$ cat src/design/l2_pkg.sv
`default_nettype none

package l2_pkg;

    localparam int NTIO    = 4;
    localparam int NPOL    = 2;
    localparam int NSECT   = 12;
    localparam int NREGION = 4;
    localparam int NSLOT   = 6;

    localparam int META_W = 64;
    localparam int TRIG_W = 8;
    localparam int SLOT_W = 8;

    // trigger word bits
    localparam int LF_BIT  = 6;
    localparam int AUX_BIT = 7;

    // mask bits above the sector masks disable the two LF triggers
    localparam int MASK_LF_LSB = NPOL*NSECT + 2;

    typedef logic [META_W-1:0]             meta_t;
    typedef logic [NTIO-1:0][META_W-1:0]   tio_meta_t;
    typedef logic [NTIO-1:0][TRIG_W-1:0]   tio_trig_t;
    typedef logic [NSECT*NREGION-1:0]      sector_bits_t;
    typedef logic [MASK_LF_LSB+1:0]        mask_t;
    typedef logic [NPOL*NSECT-1:0]         l2_scaler_t;

    typedef struct packed {
        logic       aux;
        logic [1:0] lf;
    } side_trig_t;

    // low and high threshold region bits, both in sector order
    typedef struct packed {
        sector_bits_t high;
        sector_bits_t low;
    } thr_bits_t;

    // sectors 0..5 walk the reversed word from slot 5 down,
    // sectors 6..11 walk the forward word from slot 0 up
    function automatic sector_bits_t map_sectors(meta_t rev, meta_t fwd, logic high);
        sector_bits_t bits;
        int unsigned  off;
        off = high ? NREGION : 0;
        for (int i = 0; i < NSECT; i++) begin
            if (i < NSLOT) begin
                bits[NREGION*i +: NREGION] = rev[SLOT_W*(NSLOT-1-i) + off +: NREGION];
            end else begin
                bits[NREGION*i +: NREGION] = fwd[SLOT_W*(i-NSLOT) + off +: NREGION];
            end
        end
        return bits;
    endfunction

endpackage

`default_nettype wire

$ cat src/design/delay_line.sv
`default_nettype none

module delay_line #(
    parameter type T     = logic,
    parameter int  DEPTH = 1
) (
    input  wire  clk_i,
    input  wire  arst_n_i,
    input  wire  T d_i,
    output T       q_o
);

    T stage_q [DEPTH];

    always_ff @(posedge clk_i or negedge arst_n_i) begin
        if (!arst_n_i) begin
            for (int i = 0; i < DEPTH; i++) begin
                stage_q[i] <= '0;
            end
        end else begin
            stage_q[0] <= d_i;
            for (int i = 1; i < DEPTH; i++) begin
                stage_q[i] <= stage_q[i-1];
            end
        end
    end

    // oldest stage is the output
    assign q_o = stage_q[DEPTH-1];

endmodule

`default_nettype wire

$ cat src/design/leveltwo_top.sv
`default_nettype none

module leveltwo_top
    import l2_pkg::*;
#(
    parameter int META_DELAY = 4
) (
    input  wire  logic       clk_i,
    input  wire  logic       arst_n_i,
    input  wire  tio_trig_t  tio_trig_i,
    input  wire  tio_meta_t  tio_meta_i,
    input  wire  logic       holdoff_i,
    input  wire  logic       dead_i,
    input  wire  logic       logictype_i,
    input  wire  logic       rf_en_i,
    input  wire  mask_t      mask_i,
    output tio_meta_t        tio_meta_o,
    output l2_scaler_t       leveltwo_o,
    output logic [NPOL-1:0]  mie_o,
    output logic [1:0]       lf_o,
    output logic             aux_o,
    output logic             levelthree_o,
    output logic             trig_o
);

    l2_scaler_t      sector_hit;
    logic [NPOL-1:0] pol_trig;

    // metadata follows the trigger out
    delay_line #(
        .T     (tio_meta_t),
        .DEPTH (META_DELAY)
    ) u_meta_dly (
        .clk_i    (clk_i),
        .arst_n_i (arst_n_i),
        .d_i      (tio_meta_i),
        .q_o      (tio_meta_o)
    );

    // hpol sees tio0 reversed and tio1 forward
    rf_coincidence u_hpol (
        .clk_i         (clk_i),
        .arst_n_i      (arst_n_i),
        .meta_rev_i    (tio_meta_i[0]),
        .meta_fwd_i    (tio_meta_i[1]),
        .sector_mask_i (mask_i[NSECT-1:0]),
        .logictype_i   (logictype_i),
        .sector_hit_o  (sector_hit[NSECT-1:0]),
        .pol_trig_o    (pol_trig[0])
    );

    // vpol sees tio3 reversed and tio2 forward
    rf_coincidence u_vpol (
        .clk_i         (clk_i),
        .arst_n_i      (arst_n_i),
        .meta_rev_i    (tio_meta_i[3]),
        .meta_fwd_i    (tio_meta_i[2]),
        .sector_mask_i (mask_i[2*NSECT-1:NSECT]),
        .logictype_i   (logictype_i),
        .sector_hit_o  (sector_hit[2*NSECT-1:NSECT]),
        .pol_trig_o    (pol_trig[1])
    );

    sector_scaler u_scaler (
        .clk_i        (clk_i),
        .arst_n_i     (arst_n_i),
        .sector_hit_i (sector_hit),
        .leveltwo_o   (leveltwo_o)
    );

    trigger_combiner u_combiner (
        .clk_i        (clk_i),
        .arst_n_i     (arst_n_i),
        .pol_trig_i   (pol_trig),
        .tio_trig_i   (tio_trig_i),
        .rf_en_i      (rf_en_i),
        .lf_mask_i    (mask_i[MASK_LF_LSB +: 2]),
        .holdoff_i    (holdoff_i),
        .dead_i       (dead_i),
        .mie_o        (mie_o),
        .lf_o         (lf_o),
        .aux_o        (aux_o),
        .trig_o       (trig_o),
        .levelthree_o (levelthree_o)
    );

endmodule

`default_nettype wire

$ cat src/design/rf_coincidence.sv
`default_nettype none

module rf_coincidence
    import l2_pkg::*;
(
    input  wire  logic             clk_i,
    input  wire  logic             arst_n_i,
    input  wire  meta_t            meta_rev_i,
    input  wire  meta_t            meta_fwd_i,
    input  wire  logic [NSECT-1:0] sector_mask_i,
    input  wire  logic             logictype_i,
    output logic [NSECT-1:0]       sector_hit_o,
    output logic                   pol_trig_o
);

    thr_bits_t    map_d;
    thr_bits_t    map_q;
    thr_bits_t    map_qq;
    thr_bits_t    stretch_q;
    sector_bits_t high_rot;
    sector_bits_t mask_bits;
    sector_bits_t coinc_d;
    sector_bits_t coinc_q;

    assign map_d.low  = map_sectors(meta_rev_i, meta_fwd_i, 1'b0);
    assign map_d.high = map_sectors(meta_rev_i, meta_fwd_i, 1'b1);

    // sector i looks at the high bits of its right neighbour, 11 wraps to 0
    assign high_rot = {stretch_q.high[NREGION-1:0], stretch_q.high[NSECT*NREGION-1:NREGION]};

    always_comb begin
        for (int i = 0; i < NSECT; i++) begin
            mask_bits[NREGION*i +: NREGION] = {NREGION{sector_mask_i[i]}};
        end
    end

    // logictype 0 needs low and high together, 1 takes either
    assign coinc_d = (logictype_i ? (stretch_q.low | high_rot)
                                  : (stretch_q.low & high_rot)) & ~mask_bits;

    always_ff @(posedge clk_i or negedge arst_n_i) begin
        if (!arst_n_i) begin
            map_q     <= '0;
            map_qq    <= '0;
            stretch_q <= '0;
            coinc_q   <= '0;
        end else begin
            map_q     <= map_d;
            map_qq    <= map_q;
            // two-cycle coincidence window
            stretch_q <= map_q | map_qq;
            coinc_q   <= coinc_d;
        end
    end

    always_comb begin
        for (int i = 0; i < NSECT; i++) begin
            sector_hit_o[i] = |coinc_q[NREGION*i +: NREGION];
        end
    end

    assign pol_trig_o = |coinc_q;

endmodule

`default_nettype wire

$ cat src/design/sector_scaler.sv
`default_nettype none

module sector_scaler
    import l2_pkg::*;
(
    input  wire  logic       clk_i,
    input  wire  logic       arst_n_i,
    input  wire  l2_scaler_t sector_hit_i,
    output l2_scaler_t       leveltwo_o
);

    l2_scaler_t hit_q;
    l2_scaler_t hit_qq;

    always_ff @(posedge clk_i or negedge arst_n_i) begin
        if (!arst_n_i) begin
            hit_q      <= '0;
            hit_qq     <= '0;
            leveltwo_o <= '0;
        end else begin
            hit_q      <= sector_hit_i;
            hit_qq     <= hit_q;
            // one pulse per rising edge, so a long hit counts once
            leveltwo_o <= hit_q & ~hit_qq;
        end
    end

endmodule

`default_nettype wire

$ cat src/design/trigger_combiner.sv
`default_nettype none

module trigger_combiner
    import l2_pkg::*;
(
    input  wire  logic            clk_i,
    input  wire  logic            arst_n_i,
    input  wire  logic [NPOL-1:0] pol_trig_i,
    input  wire  tio_trig_t       tio_trig_i,
    input  wire  logic            rf_en_i,
    input  wire  logic [1:0]      lf_mask_i,
    input  wire  logic            holdoff_i,
    input  wire  logic            dead_i,
    output logic [NPOL-1:0]       mie_o,
    output logic [1:0]            lf_o,
    output logic                  aux_o,
    output logic                  trig_o,
    output logic                  levelthree_o
);

    localparam int POR_LEN = 4;

    logic [POR_LEN-1:0] por_q;
    logic               por_done;
    logic [NPOL-1:0]    leveltwo_q;
    side_trig_t         side_d;
    side_trig_t         side_q;
    side_trig_t         side_dly;
    logic               trig_q;

    // RF coincidence registers start empty, hold off until the pipe has filled
    assign por_done = por_q[POR_LEN-1];

    always_comb begin
        side_d.aux = 1'b0;
        for (int t = 0; t < NTIO; t++) begin
            side_d.aux = side_d.aux | tio_trig_i[t][AUX_BIT];
        end
        // left LF from tio0/tio2, right LF from tio1/tio3
        side_d.lf[0] = (tio_trig_i[0][LF_BIT] | tio_trig_i[2][LF_BIT]) & rf_en_i & ~lf_mask_i[0];
        side_d.lf[1] = (tio_trig_i[1][LF_BIT] | tio_trig_i[3][LF_BIT]) & rf_en_i & ~lf_mask_i[1];
    end

    always_ff @(posedge clk_i or negedge arst_n_i) begin
        if (!arst_n_i) begin
            por_q      <= '0;
            leveltwo_q <= '0;
            side_q     <= '0;
            trig_q     <= 1'b0;
        end else begin
            por_q      <= {por_q[POR_LEN-2:0], 1'b1};
            leveltwo_q <= pol_trig_i & {NPOL{por_done & rf_en_i}};
            side_q     <= side_d;
            trig_q     <= ~holdoff_i & ~dead_i
                          & (side_dly.aux | (|side_dly.lf) | (|leveltwo_q));
        end
    end

    // aux and LF wait two more cycles to meet the RF path
    delay_line #(
        .T     (side_trig_t),
        .DEPTH (2)
    ) u_side_dly (
        .clk_i    (clk_i),
        .arst_n_i (arst_n_i),
        .d_i      (side_q),
        .q_o      (side_dly)
    );

    assign trig_o       = trig_q;
    assign levelthree_o = trig_q;

    // scalers still count while dead, only holdoff blocks them
    assign mie_o = leveltwo_q & {NPOL{~holdoff_i}};
    assign lf_o  = side_dly.lf & {2{~holdoff_i}};
    assign aux_o = side_dly.aux & ~holdoff_i;

endmodule

`default_nettype wire

$ cat config.mk
export PLATFORM = sky130hd
export DESIGN_NAME = leveltwo_top
export DESIGN_NICKNAME = d
export VERILOG_FILES = /design/src/design/l2_pkg.sv /design/src/design/delay_line.sv /design/src/design/leveltwo_top.sv /design/src/design/rf_coincidence.sv /design/src/design/sector_scaler.sv /design/src/design/trigger_combiner.sv
export SDC_FILE = /design/constraint.sdc
export NUM_CORES = 1
export LEC_CHECK = 0
export ABC_AREA = 1
export BUFFER_PORTS_ARGS = -buffer_cell sky130_fd_sc_hd__buf_2
export CAP_MARGIN = 40
export CORE_AREA = 2 2 264 266
export DETAILED_ROUTE_END_ITERATION = 8
export DIE_AREA = 0 0 266 268
export PLACE_DENSITY_LB_ADDON = 0.1
export SETUP_SLACK_MARGIN = 0.05
export SYNTH_ARGS = -nofsm -noshare
export SYNTH_HDL_FRONTEND = slang
export SYNTH_SLANG_ARGS = --single-unit
$ cat constraint.sdc
create_clock -name clk_i -period 2.8 [get_ports clk_i]
set_input_delay 0.28 -clock clk_i [delete_from_list [all_inputs] [get_ports clk_i]]
set_output_delay 0.28 -clock clk_i [all_outputs]
set_load 0.05 [all_outputs]
# After elaboration in Yosys (flattened, before gate mapping)
# Cells that the tools add are included.
word_totals:
  register_bits: 1784
  input_bits: 322
classes:
  n_mux: 2
  n_bitwise: 34
  n_reduce_logical: 28
ops:
  columns: ["cell", "count"]
  rows:
  - ["AND 48 bit", 4]
  - ["bitwise OR 96 bit", 2]
  - ["two-way mux 48 bit", 2]
  - ["NOT 48 bit", 2]
  - ["bitwise OR 48 bit", 2]
  - ["OR reduction 4 bit", 24]
  - ["OR reduction 48 bit", 2]
  - ["AND 24 bit", 1]
  - ["NOT 24 bit", 1]
  - ["AND 1 bit", 8]
  - ["bitwise OR 1 bit", 7]
  - ["AND 2 bit", 3]
  - ["NOT 1 bit", 4]
  - ["OR reduction 2 bit", 2]

# Logic depth before layout (Yosys ltp)
logic_depth:
  depth_word: 4
  mapped_depth: 6

# By module
# A second synthesis with hierarchy kept.
unflattened:
  hier_cells: 2713
  area_unflattened_um2: 50053.0
by_module_without_submodules:
  columns: ["mod", "n_inst", "cells_per_inst", "area_each_um2"]
  rows:
  - ["delay_line (u_meta_dly)", 1, 1280, 27546.4]
  - ["rf_coincidence", 2, 633, 9960.8]
  - ["sector_scaler", 1, 120, 2042.0]
  - ["trigger_combiner", 1, 38, 370.4]
  - ["delay_line (u_combiner.u_side_dly)", 1, 9, 172.7]

# Least setup slack after synthesis
# No wires, ideal clock.
synth_path:
  path_type: "flip-flop to output port"
  startpoint: "register u_combiner.leveltwo_q[1]"
  endpoint: "output port mie_o[1]"
  t_arrival_ps: 996
  t_required_ps: 2520
  setup_slack_ps: 1524
  path_stages_with_launch: 3
  path_buffers: 0
  path_cell_list: "dfrtp_1 inv_1 nor2_1"
synth_via:
  elab_chain_len: 1
synth_rtl:
  columns: ["element", "line", "rtl"]
  rows:
  - ["from (decl)", "trigger_combiner.sv:25", "logic [NPOL-1:0] leveltwo_q;"]
  - ["from (signal assigned)", "trigger_combiner.sv:52", "leveltwo_q <= pol_trig_i & {NPOL{por_done & rf_en_i}};"]
  - ["AND 2 bit", "trigger_combiner.sv:74", "assign mie_o = leveltwo_q & {NPOL{~holdoff_i}};"]
  - ["to (decl)", "leveltwo_top.sv:19", "output logic [NPOL-1:0] mie_o,"]
# No other way between the ends.

# Worst setup path in the final report
layout_path:
  startpoint: "register u_combiner.u_side_dly.stage_q, in the netlist u_combiner.u_side_dly.q_o[2]"
  endpoint: "output port aux_o"
layout_via:
  elab_chain_len: 1
layout_rtl:
  columns: ["element", "line", "rtl"]
  rows:
  - ["from (decl)", "delay_line.sv:13", "T stage_q [DEPTH];"]
  - ["from (signal, indexed assignment)", "delay_line.sv:23", "stage_q[i] <= stage_q[i-1];"]
  - ["AND 1 bit", "trigger_combiner.sv:76", "assign aux_o = side_dly.aux & ~holdoff_i;"]
  - ["to (decl)", "leveltwo_top.sv:21", "output logic aux_o,"]
# No other way between the ends.

==> results.md <==
- Gp weighted congestion: 0.8054
- Rows: 96
- Post-route ant nets: 0
- Vias/cell: ~4.8
- Hold-fix buffers, CTS: just under 300
- Internal: 32.76 mW
- Post-layout min period: slightly below 2000 ps
- Fin. max-slew vios: 0
- Pre-CTS WS: approximately 1400 ps
- Flop pwr share: slightly above 50%
- Worst vdd ir: about 0.76 mV
- First-pass GRT wire length: around 120 mm
- Initial antenna violation count: 15
- CTS HTree Levels: 4
- Root buffer cell: clkbuf_16
- Area occupied by registers: approximately 35,000 sq um
- Max Root-Sink Buffers: 3
- Mapped cell area: a little over 40,000 sq um
- Worst EP arrival: 1640 ps
- Power density cells: 838.7 nW/um^2
- Clock network power share: a little over two fifths
- Worst slew margin: between 50% and 60%
- Asr flop ratio synth: 100.0%
- Final setup vio count: 0
- Mean Syn Cell Area: 17.51 sq um
- Combinational power share: 6.1%
- CORE AREA: roughly 70,000 sq um
- Setup tns final: 0 ps
- Share of layout cells above drive strength 1: about 35%
- CTS tree: built
- Die height: about 270 um
- Area leader, netlist: dfrtp_1
- Drc violations: 0
- Yosys warnings: 0
- Worst min path class: in -> reg
- Worst hold margin: 217.2 ps
- Post-synth top flop: dfrtp_1
- WL final: 81.12 mm
- Total congestion overflow: 0
- Number of fill cells: 3,954
- IO Pins: 609
- Worst-Margin Slew: approximately 710 ps
- Sw Share: approximately 23%
- RSZ-0062 raised after global routing: false
- Leak pwr: 23.55 nW
- Gr usage total: roughly 23%
- Critical path capture point type: output pin
- Post-synth EDFFs: 0
- Sequential share of the synthesized area: between 80% and 90%
- Post-CTS setup repair buffer count: 0
- Die Wd: 266 um
- I/O Buffers: 582
- Via count: slightly below 20,000
- Most frequent cell after synthesis: dfrtp_1
- Clock Skews: slightly above 30 ps
- Inserted Clock Buffers: 135
- TritonRoute pass-1 iters: 5
- Drt initial violations: 1,332
- Largest net degree at the start of global routing: between 100 and 150
- Vias in the first global route: 21,950
- Wire length per cell: 19.76 um
- Synthesized instance count: roughly 2,300
- Crit path launch type: flop
- Hold Fails Final Rpt: 0
- Post-Syn Nets: 2,646
- Commonest cells post-synth: dfrtp_1, buf_4, or2_2, nor2_1
- Worst-Skew Late Latency: 700 ps
- Initial core utilization: approximately 60%
- Switching pwr: between 9 and 10 mW
- Final Util: between 70 and 80%
- Clock sink count: 1,400
- Worst-path clk slew: about 60 ps
- Post-DP HPWL: 46.90 mm
- Setup ws final: just under 900 ps
- Cts repair resizes: 0
- Synth top area cells: dfrtp_1, buf_4, or2_2, nor2_1, nor3_2
- Area of the multi-input gates: ~3400 sq um
- Max-cap viol count: 0
- Fmax: around 520 MHz
- CP required: 2520 ps
- Die area: between 70,000 and 80,000 sq um
- Synth top area share: ~86%
- Synth cell types: 17
- Fin crit share: slightly below 70%
- Yosys reg bits: roughly 1,400
- Crit-path max FO: 2
- Final layout net count: 3,435
- Crit Path Class: reg -> out
- Synth-to-Final Area Change: 24.25%
- Status: finished, final reports clean
==> metal layers <==
metal / global-route usage (%) / part of all wire [%] / vias to the layer above
met3: 5.956 / 5.5 / 172
met5: 0 / 0.068 / -
met1: 27.57 / 37 / 10160
li1: - / - / 8651
met4: 11.07 / 3.9 / 8
met2: 39.57 / 54 / 521
==> state kept, by name, indices dropped and copies added, names as in the netlist, 4 cells and up <==
| signal | flops |
|---|---|
| u_hpol.stretch_q | 48 |
| u_hpol.map_q | 94 |
| u_scaler.leveltwo_o | 24 |
| u_vpol.coinc_q | 48 |
| u_hpol.high_rot | 48 |
| u_meta_dly.q_o | 256 |
| u_meta_dly.stage_q | 392 |
| u_vpol.stretch_q | 48 |
| u_vpol.high_rot | 48 |
| u_vpol.map_q | 94 |
| u_hpol.map_qq | 94 |
| u_combiner.por_q | 4 |
| u_vpol.map_qq | 94 |
| u_hpol.coinc_q | 48 |
| u_scaler.hit_q | 24 |
| u_scaler.hit_qq | 24 |
==> metrics by stage <==
step / cell area [sq um] / power (mW) / instances
5_1_grt: 50550 / 44.01 / 4102
4_1_cts: 50520 / 42.65 / 4091
6_report: 50560 / 42.41 / 4105
3_5_place_dp: 43170 / 24.35 / 3568
3_3_place_gp: 43170 / 24.26 / 3568
2_1_floorplan: 40690 / 23.43 / 2324
==> cells in the final DEF, fill, tap and decap left out, types with 40 or more instances in the layout <==
cell and n:
dfrtp_1 1400, buf_2 580, dlygate4sd3_1 290, or2_2 192, nor2_1 180, clkbuf_16 139, a21oi_1 58, nor3_1 58
inv_1 43, a21oi_2 40, nor3_2 40
==> area by class of cell <==
type | instances | area share (%)
clock buffers | 191 | 7.800
diodes | 14 | 0.06929
multi-input cells | 613 | 6.763
repair buffers | 920 | 12.57
well taps | 882 | 2.183
clock inverters | 42 | 1.002
inverters | 43 | 0.3192
flip-flops and latches | 1400 | 69.29
==> cells by family (layout without fill, tap and decap cells) <==
family                 Yosys count  count (layout)  synth area share, %
other                            1              15             0.009215
AND/OR/NAND/NOR                513             513                6.807
flip-flops                    1400            1400                86.09
buffers and inverters          311            1196                5.504
AO/OA/AOI/OAI                   99              99                1.587
==> critical path: stages (launching register included) <==
cell and delay (ps):
dfrtp_1 340, inv_1 100, nor2_1 220, buf_2 310
==> power by group through the flow <==
stage	registers (mW)	clock network, mW	logic [mW]
2_1_floorplan	22.1	0	1.37
3_3_place_gp	22.0	0	2.22
3_5_place_dp	22.1	0	2.25
4_1_cts	21.8	18.3	2.61
5_1_grt	21.9	19.3	2.80
6_report	21.8	18.0	2.59
==> final timing paths <==
check,from,to,slack (ps),cells past startpoint
worst max-delay path,u_combiner.u_side_dly.q_o[2],aux_o,880,3
worst min-delay path,tio_meta_i[145],u_vpol.map_q[33],220,2
worst max register to register,u_hpol.coinc_q[32],u_combiner.leveltwo_q[0],1330,5
worst min register to register,u_meta_dly.stage_q[493],u_meta_dly.q_o[237],340,0
max in group asynchronous,arst_n_i,u_vpol.map_q[89],1550,3
min in group asynchronous,arst_n_i,u_meta_dly.stage_q[958],240,2
No activity file was read; power rests on OpenSTA's default activity.
